===== src/hw/pdp8_defines.svh =====
`ifndef PDP8_DEFINES_SVH
`define PDP8_DEFINES_SVH

// Bit 0 of a word is the most significant bit
`define PDP8_WORD_BITS      12
`define PDP8_PAGE_BITS      5
`define PDP8_OFFSET_BITS    7

// OPR group 1 with no bits set is a NOP
`define PDP8_RESET_INSTR    12'o7000

// Locations that auto-increment when used as a pointer
`define PDP8_AUTOINDEX_FIRST 12'o0010
`define PDP8_AUTOINDEX_LAST  12'o0017

`endif


===== src/hw/pdp8_pkg.sv =====
`default_nettype none

`include "pdp8_defines.svh"

package pdp8_pkg;

    typedef logic [0:`PDP8_WORD_BITS-1]   word_t;    // Data word or address
    typedef logic [0:`PDP8_PAGE_BITS-1]   page_t;    // Page number
    typedef logic [0:`PDP8_OFFSET_BITS-1] offset_t;  // Word within a page

    typedef enum logic [0:2] {
        AND = 3'o0,
        TAD = 3'o1,
        ISZ = 3'o2,
        DCA = 3'o3,
        JMS = 3'o4,
        JMP = 3'o5,
        IOT = 3'o6,
        OPR = 3'o7
    } opcode_t;

    // Five states per major cycle
    typedef enum logic [4:0] {
        F0, FW, F1, F2, F3,
        D0, DW, D1, D2, D3,
        E0, EW, E1, E2, E3,
        H0, HW, H1, H2, H3
    } major_state_t;

    typedef enum logic [2:0] {
        NONE,
        LOAD_ADDR,
        DEPOSIT,
        EXAMINE,
        RUN
    } panel_cmd_t;

endpackage

`default_nettype wire


===== src/hw/accumulator_unit.sv =====
`default_nettype none

module accumulator_unit
    import pdp8_pkg::*;
(
    input  logic         clk,
    input  logic         reset,
    input  major_state_t state,
    input  word_t        instruction,
    input  word_t        md,
    output word_t        ac,
    output logic         link,
    output logic         skip
);

    opcode_t       opcode;
    logic          group2;
    word_t         opr_ac;
    logic          opr_link;
    logic [0:12]   tad_sum;              // Bit 0 is the carry
    logic          skip_cond;

    assign opcode = opcode_t'(instruction[0:2]);
    assign group2 = (opcode == OPR) && instruction[3] && !instruction[11];

    // Group 1 in order of clear, complement and increment
    always_comb begin
        opr_ac   = instruction[4] ? '0 : ac;
        opr_link = instruction[5] ? 1'b0 : link;
        if (instruction[6]) begin
            opr_ac = ~opr_ac;
        end
        if (instruction[7]) begin
            opr_link = ~opr_link;
        end
        if (instruction[11]) begin
            {opr_link, opr_ac} = {opr_link, opr_ac} + 13'd1;
        end
    end

    assign tad_sum = {1'b0, ac} + {1'b0, md};

    // SMA, SZA and SNL ored and inverted by the reverse-sense bit
    assign skip_cond = ((instruction[5] && ac[0])
                        || (instruction[6] && ac == '0)
                        || (instruction[7] && link)) ^ instruction[8];

    always_ff @(posedge clk) begin
        if (reset) begin
            ac   <= '0;
            link <= 1'b0;
            skip <= 1'b0;
        end else begin
            case (state)
                F2: begin
                    skip <= group2 && skip_cond;   // Held for the address unit in F3
                    if (opcode == OPR && !instruction[3]) begin
                        ac   <= opr_ac;
                        link <= opr_link;
                    end else if (group2 && instruction[4]) begin
                        ac <= '0;                  // Group 2 CLA after the test
                    end
                end
                E2: begin
                    case (opcode)
                        AND: ac <= ac & md;
                        TAD: begin
                            ac   <= tad_sum[1:12];
                            link <= link ^ tad_sum[0];
                        end
                        DCA: ac <= '0;
                        default: ;
                    endcase
                end
                default: ;
            endcase
        end
    end

endmodule

`default_nettype wire


===== config.mk =====
export PLATFORM = sky130hd
export DESIGN_NAME = accumulator_unit
export DESIGN_NICKNAME = d
export VERILOG_FILES = /design/src/hw/pdp8_pkg.sv /design/src/hw/accumulator_unit.sv
export VERILOG_INCLUDE_DIRS = /design/src /design/src/hw
export SDC_FILE = /design/constraint.sdc
export NUM_CORES = 1
export LEC_CHECK = 0
export BUFFER_PORTS_ARGS = -buffer_cell sky130_fd_sc_hd__buf_2
export CAP_MARGIN = 20
export CORE_UTILIZATION = 52
export DETAILED_ROUTE_END_ITERATION = 10
export PLACE_DENSITY_LB_ADDON = 0.15
export RECOVER_POWER = 25
export SYNTH_ARGS = -nofsm -noshare
export SYNTH_HDL_FRONTEND = slang
export SYNTH_SLANG_ARGS = --single-unit

===== constraint.sdc =====
create_clock -name clk -period 6.14 [get_ports clk]
set_input_delay 0.307 -clock clk [delete_from_list [all_inputs] [get_ports clk]]
set_output_delay 0.307 -clock clk [all_outputs]
set_load 0.02 [all_outputs]

* Word-level counts from Yosys, hierarchy flattened
Cells that the tools add are included.
** Cells by class
- Add/sub/neg operators :: 2
- Equal/unequal tests :: 9
- Muxes and demuxes :: 13
- Bitwise logic cells :: 5
- Reduce and logical (&&, ||, !) cells :: 17
** Operator list (number)
- $mux W12 :: 5
- $pmux W12 S3 :: 1
- $pmux W12 S2 :: 1
- $add A12 B12 Y13 :: 1
- $add A13 B1 Y13 const B :: 1
- $and A12 B12 Y12 :: 1
- $logic_not A12 Y1 :: 1
- $not A12 Y12 :: 1
- $logic_and A1 B1 Y1 :: 8
- $reduce_and A3 Y1 :: 2
- $eq A5 B2 Y1 const B :: 1
- $eq A5 B4 Y1 const B :: 1
- $mux W1 :: 5
- $ne A2 B2 Y1 const B :: 2
- $ne A4 B2 Y1 const B :: 1
- $eq A3 B1 Y1 const B :: 1
- $eq A3 B2 Y1 const B :: 1
- $eq A3 B3 Y1 const B :: 1
- $logic_not A3 Y1 :: 1
- $ne A3 B3 Y1 const B :: 1
- $logic_not A1 Y1 :: 2
- $logic_or A1 B1 Y1 :: 2
- $pmux W1 S2 :: 1
- $reduce_bool A2 Y1 :: 1
- 2 further kinds :: 3
** Word-level totals
- Bits in registers :: 14
- Logic and storage cells :: 49

* Depth between registers and ports, before layout
- Depth after elaboration :: 7
- Mapped depth :: 11
- Depth with buffers taken out :: 9

* Worst setup path before layout
Ideal clock, no wire load.
- Path type :: register -> register
- Start point :: register ac[0]
- End point :: register link
- Library setup time :: 0.075 ns
- Data arrival time :: 2.348 ns
- Setup slack :: 3.717 ns
- Cell stages (with the launch flop) :: 10
- Clock period less this slack :: 2.423 ns
- Cells stage by stage :: dfxtp_1 > ha_1 > fa_1 > a21o_1 > a221oi_2 > nor3_1 > o31ai_1 > nand2b_1 > mux2_2 > a31oi_1
** Between the ends
- Cells in the longest elaborated chain, start to end :: 7
** Ends and longest elaborated chain
- start, declared :: RTL line accumulator_unit.sv:11 : output word_t ac,
- start signal, assigned :: RTL line accumulator_unit.sv:58 : ac <= opr_ac;
- start signal, assigned :: RTL line accumulator_unit.sv:66 : AND: ac <= ac & md;
- start signal, assigned :: RTL line accumulator_unit.sv:68 : ac <= tad_sum[1:12];
- $mux W12 :: RTL line accumulator_unit.sv:28 : opr_ac = instruction[4] ? '0 : ac;
- $not A12 Y12 :: RTL line accumulator_unit.sv:31 : opr_ac = ~opr_ac;
- $mux W12 :: RTL line accumulator_unit.sv:30 : if (instruction[6]) begin
- $add A13 B1 Y13 :: RTL line accumulator_unit.sv:37 : {opr_link, opr_ac} = {opr_link, opr_ac} + 13'd1;
- $mux W1 :: RTL line accumulator_unit.sv:36 : if (instruction[11]) begin
- $mux W1 :: RTL line accumulator_unit.sv:57 : if (opcode == OPR && !instruction[3]) begin
- $pmux W1 S2 * :: RTL line accumulator_unit.sv:54 : case (state)
- end signal, assigned :: RTL line accumulator_unit.sv:59 : link <= opr_link;
- end signal, assigned :: RTL line accumulator_unit.sv:69 : link <= link ^ tad_sum[0];
- end, declared :: RTL line accumulator_unit.sv:12 : output logic link,
Mark *: on every way between the ends. The rest lies on a longest branch, timed or not. The select of a mux whose other input is x is not followed.
A chain may end at the register's enable or synchronous reset.

* Worst setup path after layout
Same ends and word-level chain as after synthesis.

==> out/results.ini <==
[floorplan]
dieHeight_um=65.4
fp.coreArea_sq_mm=0.00377
core.rowCount=22
initial_utilization=0.555
die-area_sq_mm=0.00428
die_w_um=65.4
ios=45

[cts]
cts_resized=0
cts_hold_buf=0
clock_tree.root_cell=clkbuf_8
post_cts_buffers=0
cts_buffer_depth=2
clock_sinks=14
h-tree-depth=1
clkTransAtPathRegs_ns=0.06
cts_tree=yes
cts_buffers=3
clkLatencyLatePin_ns=0.25

[sta]
final-hold-violation-count=0
relSlewSlack=0.315
clock_skew_ns=0.00505
final.min_clock_period_ns=2.78
fin_tns_setup_ns=0
fin_crit_sh=0.452
worst_slew_pin_slew_ns=1.02
rsz0062_at_grt=false
finalSetupViolations=0
drv_slew=0
fmax_mhz=360

[synthesis]
synthTopCellsByCount=nand2_1, nor2_1, xnor2_1, o21ai_0, dfxtp_1
synth_top_area_frac=0.134
netlist_area_sq_mm=0.00209
synth_top_area_cell=dfxtp_1
syn-num-nets=318
yosysWarnings=0
postSynthAreaPerCell_sq_um=7.66
ys_types=64
ys_seq_area_frac=0.134
ys_async_sr_fraction=0
syn_inst=273
ys_top_cells_by_area=dfxtp_1, ha_1, xnor2_1, nand2_1, nor2_1
synth_edf_count=0
synthFlopType=dfxtp_1
synth_seq_cells=14

[min_path]
min_path_type=in -> reg
worstHoldStart=instruction[3]
holdPathStages=4

[worst_setup_path]
cp_max_fo=7
rr_startpoint=ac[0]$_SDFFE_PP0P_
end_kind=flop
path_class=reg -> reg
rr_worst_depth=9
arrival_ns=2.96
crit_start=ac[0]$_SDFFE_PP0P_
worstPathRequired_ns=6.32
worstSetupStartpointType=flop

[grt]
antenna_found_initial=0
grt.overflow.total=0
grt_util_all_layers=0.282
grt_max_degree=22
grt_pass1_wl_um=9360
grt_pass1_vias=1985

[power]
power_density_mw_per_mm2=131
power.total_mw=0.308
ir_drop_mv=0.0809
p_leak_nw=0.945

[place]
placedInstanceArea_sq_mm=0.00230
dp_cells=350
hpwl_um=4430
routabilityCongestion=0.885
port_buffers=42

[cells_and_area]
fillers=370
final_util=0.621
diodes=0
final_cells=354
final_nets=352
drive_gt1_frac=0.190
final_area_sq_mm=0.00234
area_growth_pct=12.0

[drt]
postRouteAntennaNets=0
first_pass_iters=4
vias_per_cell=6.37
wl_per_cell_um=16.5
first_iter_violations=152
totalWireLength_um=5840
via_count=2255
drc=0

[outcome]
status=finished clean

[flow_run]
drv_cap=0

[cells by family after synthesis]
group                      share of synthesized area
and+or+nand+nor                                0.297
AOI/OAI and AO/OA                              0.301
buffers and inverters                         0.0502
xor gates and xnor gates                      0.0999
adders and majority gates                     0.0873
muxes                                         0.0299
DFF                                            0.134
[area by class of cell]
class                   instances  area [sq um]  area share
repair buffers                 43           209      0.0892
well taps                      48          60.1      0.0256
flip-flops and latches         14           280       0.120
clock buffers                   4          55.1      0.0235
multi-input cells             237          1710       0.728
inverters                       8          32.5      0.0139
[path summary, 6_finish.rpt]
| check | end | slack, ns |
|---|---|---|
| max | link$_SDFFE_PP0P_ | 3.36 |
| min | skip$_SDFFE_PP0P_ | 0.39 |
| max reg2reg | link$_SDFFE_PP0P_ | 3.36 |
| min reg2reg | skip$_SDFFE_PP0P_ | 0.45 |
[per-layer routing]
layer	part of all wire	up-vias	GRT usage	wire (um)
met1	0.46	1050	0.374	2710
met3	0.061	8	0.0399	359
li1	-	1109	-	-
met2	0.46	88	0.474	2680
met5	0	-	0	0
met4	0.015	0	0.0734	87
[layout by cell type (no fill, tap or decap), types with 5 or more instances in the layout]
| cell type | n |
|---|---|
| a22oi_1 | 6 |
| ha_1 | 13 |
| nand2b_1 | 6 |
| a21oi_1 | 12 |
| o21ai_0 | 17 |
| inv_1 | 6 |
| nor2_1 | 23 |
| buf_2 | 35 |
| nor3_1 | 8 |
| nand4_1 | 6 |
| clkbuf_1 | 7 |
| nand2_1 | 23 |
| dfxtp_1 | 14 |
| and3_1 | 6 |
| xnor2_1 | 18 |
| nand3_1 | 12 |
| o221ai_1 | 6 |
| a21o_1 | 5 |
| a221oi_1 | 6 |
| nor2b_1 | 6 |
[worst max-delay path, cell delays in order, from the launching register on]
cell and delay (ns):
dfxtp_1 0.40, ha_1 0.28, fa_1 0.41, a21o_1 0.22, a221oi_2 0.39, nor3_1 0.11, o31ai_1 0.34, nand2b_1 0.12
mux2_2 0.28, a31oi_1 0.15
[per-stage QoR]
stage | worst slack [ns] | hold WS [ns]
floorplan | 3.72 | 0.379
global placement | 3.41 | 0.438
detailed placement | 3.40 | 0.441
CTS | 3.38 | 0.397
global route | 3.19 | 0.397
finish | 3.36 | 0.391
[report_power, final]
| part | total (mW) | internal (mW) | switching [mW] |
|---|---|---|---|
| Clock | 0.0905 | 0.0568 | 0.0337 |
| Sequential | 0.103 | 0.0941 | 0.00934 |
| Combinational | 0.114 | 0.0472 | 0.0665 |
[registers in the layout, indices dropped and copies added, names as in the netlist]
register,count
ac,12
link,1
skip,1
Note: power is estimated with default switching activity, not from simulation.
