[src/hw/pdp8_defines.svh]
`ifndef PDP8_DEFINES_SVH
`define PDP8_DEFINES_SVH

// Bit 0 of a word is the most significant bit
`define PDP8_WORD_BITS      12
`define PDP8_PAGE_BITS      5
`define PDP8_OFFSET_BITS    7

// OPR group 1 with no bits set is a NOP
`define PDP8_RESET_INSTR    12'o7000

// Locations that auto-increment when used as a pointer
`define PDP8_AUTOINDEX_FIRST 12'o0010
`define PDP8_AUTOINDEX_LAST  12'o0017

`endif

[src/hw/pdp8_pkg.sv]
`default_nettype none

`include "pdp8_defines.svh"

package pdp8_pkg;

    typedef logic [0:`PDP8_WORD_BITS-1]   word_t;    // Data word or address
    typedef logic [0:`PDP8_PAGE_BITS-1]   page_t;    // Page number
    typedef logic [0:`PDP8_OFFSET_BITS-1] offset_t;  // Word within a page

    typedef enum logic [0:2] {
        AND = 3'o0,
        TAD = 3'o1,
        ISZ = 3'o2,
        DCA = 3'o3,
        JMS = 3'o4,
        JMP = 3'o5,
        IOT = 3'o6,
        OPR = 3'o7
    } opcode_t;

    // Five states per major cycle
    typedef enum logic [4:0] {
        F0, FW, F1, F2, F3,
        D0, DW, D1, D2, D3,
        E0, EW, E1, E2, E3,
        H0, HW, H1, H2, H3
    } major_state_t;

    typedef enum logic [2:0] {
        NONE,
        LOAD_ADDR,
        DEPOSIT,
        EXAMINE,
        RUN
    } panel_cmd_t;

endpackage

`default_nettype wire

[src/hw/major_state_sequencer.sv]
`default_nettype none

module major_state_sequencer
    import pdp8_pkg::*;
(
    input  logic         clk,
    input  logic         reset,
    input  logic         load_addr,
    input  logic         deposit,
    input  logic         examine,
    input  logic         run,
    input  word_t        instruction,
    output major_state_t state,
    output panel_cmd_t   panel_cmd,
    output logic         halted,
    output logic         panel_ready
);

    major_state_t state_q;
    major_state_t state_d;
    panel_cmd_t   cmd_q;
    logic         cmd_armed;             // Set at H0 so the command runs in this halt cycle
    opcode_t      opcode;
    logic         indirect;
    logic         hlt_word;

    assign opcode   = opcode_t'(instruction[0:2]);
    assign indirect = instruction[3];
    // Group 2 operate with the HLT bit
    assign hlt_word = (opcode == OPR) && instruction[3] && !instruction[11]
                      && instruction[10];

    always_comb begin
        case (state_q)
            F0: state_d = FW;
            FW: state_d = F1;
            F1: state_d = F2;
            F2: state_d = F3;
            F3: begin
                if (opcode == OPR || opcode == IOT) begin
                    state_d = hlt_word ? H0 : F0;
                end else if (indirect) begin
                    state_d = D0;
                end else if (opcode == JMP) begin
                    state_d = F0;        // Direct JMP needs no operand
                end else begin
                    state_d = E0;
                end
            end
            D0: state_d = DW;
            DW: state_d = D1;
            D1: state_d = D2;
            D2: state_d = D3;
            D3: state_d = (opcode == JMP) ? F0 : E0;
            E0: state_d = EW;
            EW: state_d = E1;
            E1: state_d = E2;
            E2: state_d = E3;
            E3: state_d = F0;
            H0: state_d = HW;
            HW: state_d = H1;
            H1: state_d = H2;
            H2: state_d = H3;
            H3: state_d = (cmd_armed && cmd_q == RUN) ? F0 : H0;
            default: state_d = H0;
        endcase
    end

    always_ff @(posedge clk) begin
        if (reset) begin
            state_q <= H0;
        end else begin
            state_q <= state_d;
        end
    end

    // One-entry panel command register
    always_ff @(posedge clk) begin
        if (reset) begin
            cmd_q     <= NONE;
            cmd_armed <= 1'b0;
        end else if (state_q == H3 && cmd_armed) begin
            cmd_q     <= NONE;           // Command done
            cmd_armed <= 1'b0;
        end else if (state_q == H0 && cmd_q != NONE) begin
            cmd_armed <= 1'b1;
        end else if (panel_ready) begin
            if (load_addr) begin
                cmd_q <= LOAD_ADDR;
            end else if (deposit) begin
                cmd_q <= DEPOSIT;
            end else if (examine) begin
                cmd_q <= EXAMINE;
            end else if (run) begin
                cmd_q <= RUN;
            end
        end
    end

    assign state       = state_q;
    assign panel_cmd   = cmd_armed ? cmd_q : NONE;
    assign halted      = state_q inside {H0, HW, H1, H2, H3};
    assign panel_ready = halted && (cmd_q == NONE);

endmodule

`default_nettype wire

[config.mk]
export PLATFORM = sky130hd
export DESIGN_NAME = major_state_sequencer
export DESIGN_NICKNAME = d
export VERILOG_FILES = /design/src/hw/pdp8_pkg.sv /design/src/hw/major_state_sequencer.sv
export VERILOG_INCLUDE_DIRS = /design/src /design/src/hw
export SDC_FILE = /design/constraint.sdc
export NUM_CORES = 1
export LEC_CHECK = 0
export BUFFER_PORTS_ARGS = -buffer_cell sky130_fd_sc_hd__clkbuf_2
export CAP_MARGIN = 0
export CORE_MARGIN = 2
export CORE_UTILIZATION = 49
export DETAILED_ROUTE_END_ITERATION = 8
export MAX_ROUTING_LAYER = met4
export PLACE_DENSITY = 0.85
export SYNTH_ARGS = -nofsm -noshare
export SYNTH_HDL_FRONTEND = slang
export SYNTH_SLANG_ARGS = --single-unit
export TNS_END_PERCENT = 10
[constraint.sdc]
create_clock -name clk -period 4.1 [get_ports clk]
set_input_delay 0.205 -clock clk [delete_from_list [all_inputs] [get_ports clk]]
set_output_delay 0.205 -clock clk [all_outputs]
set_load 0.005 [all_outputs]
== After elaboration in Yosys (flattened, before gate mapping) ==
Cells that the tools add are included.

* Bitwise operators: 1
* Equal/unequal tests: 23
* Reductions and logical operators: 16
* Mux-type cells: 11

{| class="wikitable"
|+ Operators by type and width
! operator !! number
|-
| 5-bit one-hot mux with 20 select lines || 1
|-
| 5-bit by 4-bit equality test with 1-bit output, second input constant || 8
|-
| 5-bit by 3-bit equality test with 1-bit output, second input constant || 4
|-
| 5-bit equality test, second input constant || 4
|-
| 4-bit 2-to-1 mux || 5
|-
| 3-bit 2-to-1 mux || 5
|-
| 3-bit equality test, second input constant || 4
|-
| 5-bit by 2-bit equality test with 1-bit output, second input constant || 2
|-
| 1-bit logical AND || 7
|-
| 5-bit by 1-bit equality test with 1-bit output, second input constant || 1
|-
| 5-bit zero test || 1
|-
| 5-bit nonzero test || 1
|-
| 4-bit nonzero test || 1
|-
| 3-bit zero test || 1
|-
| 3-bit AND reduction || 1
|-
| 3-bit nonzero test || 1
|-
| 2-bit OR reduction || 1
|-
| 1-bit zero test || 1
|-
| 1-bit logical OR || 1
|-
| 1-bit inverter || 1
|}

* Register bits: 9

== Longest topological paths before layout ==
Gate-level depths: netlist (run 1).

* Word-level depth: 7
* Gate-level depth with buffers: 5
* Depth with buffers taken out: 4

== Worst setup path before layout (run 1) ==
OpenSTA, ideal clock, no wires.

* Path type: reg-to-reg
* From: register state_q[0] (netlist: state[0])
* To: register cmd_q[0]
* Stages on the path, launching flop included: 6
* Path slack: 2.564 ns
* Data required time: 3.984 ns
* Clock period less this slack: 1.536 ns
* Arrival time: 1.420 ns
* Path through: dfxtp_1 > buf_2 > and2_4 > a32oi_4 > or4_1 > o211a_1

* Cells in the longest elaborated chain, start to end: 4
* Elaborated cells between the ends (all ways): 12
* Those cells by class: 5 x eq/ne; 1 x bitwise; 6 x reduce/logical

{| class="wikitable"
|+ RTL lines
! item !! RTL line !! source
|-
| from (decl) || major_state_sequencer.sv:19 || <nowiki>major_state_t state_q;</nowiki>
|-
| from (signal assigned) || major_state_sequencer.sv:73 || <nowiki>state_q <= state_d;</nowiki>
|-
| 5-bit by 4-bit equality test with 1-bit output (tied with other cells) || major_state_sequencer.sv:85, major_state_sequencer.sv:102 ||
|-
| 5-bit nonzero test / 1-bit logical AND (equally long branches) || major_state_sequencer.sv:102, major_state_sequencer.sv:85 ||
|-
| 1-bit logical AND / 1-bit inverter (equally long branches) || -- ||
|-
| 3-bit AND reduction (no source line) || -- ||
|-
| to (signal assigned) || major_state_sequencer.sv:83 || <nowiki>cmd_q <= NONE;</nowiki>
|-
| to (signal assigned) || major_state_sequencer.sv:89 || <nowiki>cmd_q <= LOAD_ADDR;</nowiki>
|-
| to (signal assigned) || major_state_sequencer.sv:91 || <nowiki>cmd_q <= DEPOSIT;</nowiki>
|-
| to (decl) || major_state_sequencer.sv:21 || <nowiki>panel_cmd_t cmd_q;</nowiki>
|}

Parallel ways exist; a longest one is shown, timed or not.
A chain may end at the register's enable or synchronous reset.

== Worst setup path in the final report (run 1) ==
* From: register state_q[4] (netlist: state[4])
* To: output halted

* Cells in the longest elaborated chain, start to end: 2
* Elaborated cells between the ends (all ways): 6
* Those cells by class: 5 x eq/ne; 1 x reduce/logical

{| class="wikitable"
|+ RTL lines
! item !! RTL line !! source
|-
| 5-bit by 4-bit equality test with 1-bit output / 5-bit equality test (equally long branches) || major_state_sequencer.sv:102 || <nowiki>assign halted = state_q inside {H0, HW, H1, H2, H3};</nowiki>
|-
| 5-bit nonzero test (*) || major_state_sequencer.sv:102 ||
|-
| to (decl) || major_state_sequencer.sv:15 || <nowiki>output logic halted,</nowiki>
|}

Mark *: on every way between the ends. The rest lies on a longest branch, timed or not.

==> results of run 1 <==
-- registers in the layout, summed over array words and instances (netlist names) --
name       count
state          5
cmd_q          3
cmd_armed      1
-- worst reg2reg max path, stage by stage (launching register included) --
cell	delay [ns]
dfxtp_1	0.45
nor2_1	0.42
a32oi_4	0.12
or4_1	0.53
o211a_1	0.14
-- cell usage after synthesis (2+ instances only) --
library cell,instances,area (um2)
a41oi_1,2,17.5
a22oi_1,2,15.0
and2_1,3,18.8
nor3_1,2,10.0
nor2_1,7,26.3
clkbuf_1,2,7.51
o21a_1,3,22.5
nor2b_1,4,25.0
nand3_1,3,15.0
a21oi_1,4,20.0
o21ai_1,2,10.0
dfxtp_1,9,180
inv_1,3,11.3
nand4b_1,3,26.3
o21ai_0,2,10.0
nor4_1,2,12.5
nand2_1,5,18.8
-- cell families after synthesis --
kind of cell | after synthesis | synth area share
AND/OR/NAND/NOR | 40 | 0.367
AO/OA/AOI/OAI | 25 | 0.298
flip-flops | 9 | 0.268
buffers and inverters | 8 | 0.0521
multiplexers | 1 | 0.0149
-- routing by layer --
layer	vias to the layer above	GRT usage	part of all wire
li1	360	-	-
met5	-	-	0
met1	330	0.291	0.43
met3	4	0.0815	0.055
met4	0	0.100	0.014
met2	20	0.371	0.50
-- power groups by stage --
stage	registers, W	clock network (W)	logic, W
after floorplan	0.000152	0	0.000237
after global placement	0.000199	0	0.000253
after detailed placement	0.000200	0	0.000260
after CTS	0.000198	0.0000719	0.000261
after global routing	0.000208	0.0000748	0.000293
final	0.000200	0.0000690	0.000258
-- worst max path at each step --
stage | start | to | slack, ns | depth (start not counted)
2_1_floorplan | state[0] | cmd_q[0] | 2.56 | 5
3_3_place_gp | state[2] | cmd_q[0] | 2.38 | 4
3_5_place_dp | state[2] | cmd_q[0] | 2.34 | 4
4_1_cts | state[4] | panel_ready | 2.27 | 4
5_1_grt | state[4] | panel_ready | 2.17 | 4
6_report | state[4] | halted | 2.28 | 4
-- per-stage QoR --
step / instances / hold WS [ns] / util
6_report: 119 / 0.185 / 0.624
5_1_grt: 119 / 0.186 / 0.624
4_1_cts: 119 / 0.175 / 0.624
3_5_place_dp: 115 / 0.462 / 0.604
3_3_place_gp: 115 / 0.461 / 0.604
2_1_floorplan: 83 / 0.274 / -
-- final cells by class --
cell class	count	area [um2]	share of cell area
Sequential cell	9	180	0.225
Clock buffer	4	26.3	0.0328
Multi-Input combinational cell	66	457	0.569
Inverter	4	15.0	0.0187
Timing Repair Buffer	21	105	0.131
Tap cell	15	18.8	0.0234
==> impl_metrics.json, run 1 <==
{
  "cpPeakStageDelay_ns": 0.60,
  "hp-class": "in2reg",
  "ir_drop_v": 0.000312,
  "slew_viol_final": 0,
  "clk_pin_slew_ns": 0.06,
  "io_buffers": 21,
  "wl_per_cell_um": 13.0,
  "post-route-min-period_ns": 1.82,
  "clockBufferDepth": 2,
  "r2r_setup_slack_ns": 2.32,
  "final_common_cell": "clkbuf_2",
  "max_freq_mhz": 549,
  "hold_viol": 0,
  "num_vias": 714,
  "grt_max_degree": 15,
  "diodes": 0,
  "overflow": 0,
  "num_rows": 13,
  "layout-drive-gt1-share": 0.269,
  "final_cell_mix": "21 x clkbuf_2, 9 x dfxtp_1, 7 x nor2_1, 5 x nand2_1",
  "setup_violations": 0,
  "clock_power_share": 0.131,
  "cp_cell_sequence": "and2b_4 > a32oi_4 > inv_1 > clkbuf_2",
  "postCtsHoldBufs": 0,
  "endpoint_kind": "output pin",
  "setup-tns-final_ns": 0,
  "reg2reg_to": "cmd_q[0]",
  "drc": 0,
  "dp_slack_ns": 2.34,
  "start_util": 0.523,
  "synthCells": 83,
  "maxSlewHeadroom": 0.677,
  "worst_slew_pin_slew_ns": 0.484,
  "combPwrFrac": 0.490,
  "syn-mean-instance-area_um2": 8.10,
  "p_per_area_nw_per_um2": 658,
  "timing.rr.start": "state[2]",
  "finalPower_w": 0.000528,
  "synth-edff-count": 0,
  "critical_path_class": "reg2out",
  "switchingPower_w": 0.000231,
  "outcome": "finished clean",
  "yosys_warnings": 0,
  "design.die.area_um2": 1680,
  "cts_root_buf": "clkbuf_4",
  "cp_slowest_cell": "dfxtp_1",
  "drt_first_iter_violations": 11,
  "coreArea_um2": 1280,
  "p_int_w": 0.000297,
  "critPathBufInv": 2,
  "syn_nets": 101,
  "required_ns": 3.89,
  "p_leak_nw": 0.360,
  "max_cap_viol_count": 0,
  "worstPathMaxFanout": 13,
  "antenna_found_initial": 0,
  "postRouteAntennaNets": 0,
  "nFillCells": 121,
  "grt_pass1_wl_um": 2520,
  "seq_power_share": 0.379,
  "worst_ep_arrival_time_ns": 1.62,
  "gp_congestion": 0.781,
  "layout.nets": 123,
  "vias_per_cell": 6.00,
  "r2r_cells": 4,
  "setup_ws_ns": 2.28,
  "cts_resized": 0,
  "finClkSkew_ns": 0.00675,
  "final_area_um2": 802,
  "min-delay-start": "reset",
  "synth_area_um2": 672,
  "crit_path_start_kind": "flip-flop",
  "worst_hold_path.num_cells": 2,
  "yosysUniqueCellTypes": 42,
  "num_io_pins": 28,
  "synth_ff_type": "dfxtp_1",
  "htree_levels": 1,
  "die_w_um": 41.0,
  "cts_tree": "yes",
  "cts_made_buffers": 3,
  "grt_usage": 0.244,
  "period_share": 0.444,
  "firstDrtPassIters": 4,
  "ys_seq_area_frac": 0.268,
  "clock_latency_ns": 0.27,
  "die_h_um": 41.0,
  "cpLargestDelayFamily": "flip-flops",
  "p_sw_frac": 0.437,
  "syn2layout_area_growth_pct": 19.4,
  "rsz0062_at_grt": "false",
  "synthArstFlopShare": 0,
  "clkSinkCount": 9,
  "holdPathEnd": "state[4]",
  "dp_hpwl_um": 1200,
  "synth_seq_cells": 9,
  "grt_pass1_vias": 580,
  "wl_um": 1550,
  "post_cts_buffers": 0,
  "place_area_um2": 776
}
Note: power is estimated with default switching activity, not from simulation.
==> run 2: changes to the inputs <==
--- a/config.mk
+++ b/config.mk
@@ -9,10 +9,10 @@
 export BUFFER_PORTS_ARGS = -buffer_cell sky130_fd_sc_hd__clkbuf_2
 export CAP_MARGIN = 0
 export CORE_MARGIN = 2
-export CORE_UTILIZATION = 49
+export CORE_UTILIZATION = 41
 export DETAILED_ROUTE_END_ITERATION = 8
 export MAX_ROUTING_LAYER = met4
-export PLACE_DENSITY = 0.85
+export PLACE_DENSITY = 0.77
 export SYNTH_ARGS = -nofsm -noshare
 export SYNTH_HDL_FRONTEND = slang
 export SYNTH_SLANG_ARGS = --single-unit
==> constraint.sdc (replaced) <==
create_clock -name clk -period 1.54 [get_ports clk]
set_input_delay 0.077 -clock clk [delete_from_list [all_inputs] [get_ports clk]]
set_output_delay 0.077 -clock clk [all_outputs]
set_load 0.005 [all_outputs]
==> run 2 against run 1 <==
  * The flow now finishes with violations (negative setup slack)
  * Clock skew is 0.0051 ns lower
  * Final cell count increased by 8.4%
  * Hold slack got worse by 0.098 ns
  * Critical endpoint is now state[1]
==> impl_metrics.json, run 2 (same netlist as run 1, synthesis figures left out) <==
{
  "postCtsHoldBufs": 0,
  "antenna_found_initial": 0,
  "violations": "negative setup slack",
  "maxSlewHeadroom": 0.750,
  "required_ns": 1.68,
  "overflow": 0,
  "p_leak_nw": 0.409,
  "worst_hold_path.num_cells": 2,
  "start_util": 0.441,
  "cts_made_buffers": 3,
  "p_per_area_nw_per_um2": 1830,
  "largest_reg_flops": 5,
  "wl_um": 1830,
  "critical_path_class": "reg2reg",
  "die_w_um": 44.5,
  "regArea_um2": 180,
  "rsz0062_at_grt": "true",
  "setup_ws_ns": -0.0103,
  "num_io_pins": 28,
  "r2r_cells": 4,
  "final_core_util": 0.585,
  "design.die.area_um2": 1980,
  "cts_tree": "yes",
  "outcome": "finished with violations",
  "firstDrtPassIters": 6,
  "finClkSkew_ns": 0.00168,
  "coreArea_um2": 1520,
  "post_cts_buffers": 0,
  "timing.rr.start": "cmd_q[1]",
  "num_rows": 14,
  "finalPower_w": 0.00164,
  "min-delay-start": "reset",
  "clock_latency_ns": 0.26,
  "clk_pin_slew_ns": 0.06,
  "slew_viol_final": 0,
  "place_area_um2": 857,
  "cts_resized": 1,
  "nFillCells": 140,
  "clkSinkCount": 9,
  "dp_hpwl_um": 1410,
  "hp-class": "in2reg",
  "reg2reg_to": "state[1]",
  "htree_levels": 1,
  "hold_viol": 0,
  "drt_first_iter_violations": 20,
  "setup_violations": 1,
  "r2r_setup_slack_ns": -0.01,
  "syn2layout_area_growth_pct": 32.8,
  "max_freq_mhz": 645,
  "io_buffers": 21,
  "final_cell_mix": "21 x clkbuf_2, 9 x dfxtp_1, 8 x buf_4, 6 x nor2_1, 5 x nand2_1",
  "endpoint_kind": "flip-flop",
  "postRouteAntennaNets": 0,
  "grt_pass1_wl_um": 2930,
  "die_h_um": 44.5,
  "final_area_um2": 892,
  "period_share": 1.01,
  "placedCellCount": 125,
  "layout.nets": 132,
  "crit_path_start_kind": "flip-flop",
  "final_common_cell": "clkbuf_2",
  "post-route-min-period_ns": 1.55,
  "cts_root_buf": "clkbuf_4",
  "grt_max_degree": 13,
  "worst_slew_pin_slew_ns": 0.370,
  "ir_drop_v": 0.000752,
  "gp_congestion": 0.808,
  "layout.cells.non_filler": 129,
  "multi_input_area_um2": 465,
  "num_vias": 753,
  "diodes": 0,
  "worstPathMaxFanout": 5,
  "max_cap_viol_count": 0,
  "grt_pass1_vias": 706,
  "layout-drive-gt1-share": 0.345,
  "drc": 0,
  "grt_usage": 0.207,
  "worst_ep_arrival_time_ns": 1.69,
  "wl_per_cell_um": 14.2,
  "holdPathEnd": "state[4]",
  "vias_per_cell": 5.84,
  "clockBufferDepth": 2
}
run 2: changes by cell type in the layout (fill, tap and decap cells not counted):
| cell | previous run | this run |
|---|---|---|
| a2111oi_0 | 1 | 0 |
| a2111oi_2 | 0 | 1 |
| buf_12 | 0 | 1 |
| buf_4 | 0 | 8 |
| nor2_1 | 7 | 6 |
| nor2_2 | 0 | 1 |
run 2: how the worst max path moves through the flow:
| stage | start | end | slack, ns | cells past startpoint |
|---|---|---|---|---|
| finish | cmd_q[1] | state[1] | -0.01 | 4 |
| global route | cmd_q[1] | state[1] | -0.07 | 4 |
| CTS | cmd_q[1] | state[1] | 0.01 | 4 |
| detailed placement | state[2] | cmd_q[0] | 0.02 | 4 |
| global placement | cmd_q[1] | state[1] | 0.05 | 4 |
| floorplan | state[0] | cmd_q[0] | 0.004 | 5 |
run 2: per-layer routing:
metal	routed length, um	global-route usage	vias up
met5	0	-	-
met4	0	0.0303	0
met3	128	0.0776	0
met2	1000	0.380	28
met1	703	0.209	348
li1	-	-	377
run 2: final cells by class:
class	count	share of cell area
multi-input cells	66	0.522
flip-flops and latches	9	0.202
repair buffers	30	0.208
clock buffers	4	0.0295
inverters	4	0.0168
well taps	16	0.0224
run 2: per-stage QoR:
step	setup WS [ns]	hold WS, ns	setup TNS (ns)
final	-0.0103	0.0872	-0.0103
after floorplan	0.00365	0.146	0
after detailed placement	0.0200	0.331	0
after CTS	0.0109	0.0669	0
after global placement	0.0545	0.328	0
after global routing	-0.0749	0.103	-0.109
run 2: report_power, final:
part	switching, W	internal, W	leakage (nW)
registers	0.0000809	0.000320	0.0743
logic	0.000526	0.000528	0.320
clock network	0.0000798	0.0000997	0.0150
run 2: worst max-delay path, cell delays in order (launching register included):
cell and delay, ns:
dfxtp_1 0.33, and4bb_1 0.31, nand2_1 0.10, a211o_1 0.30
a2111o_1 0.39
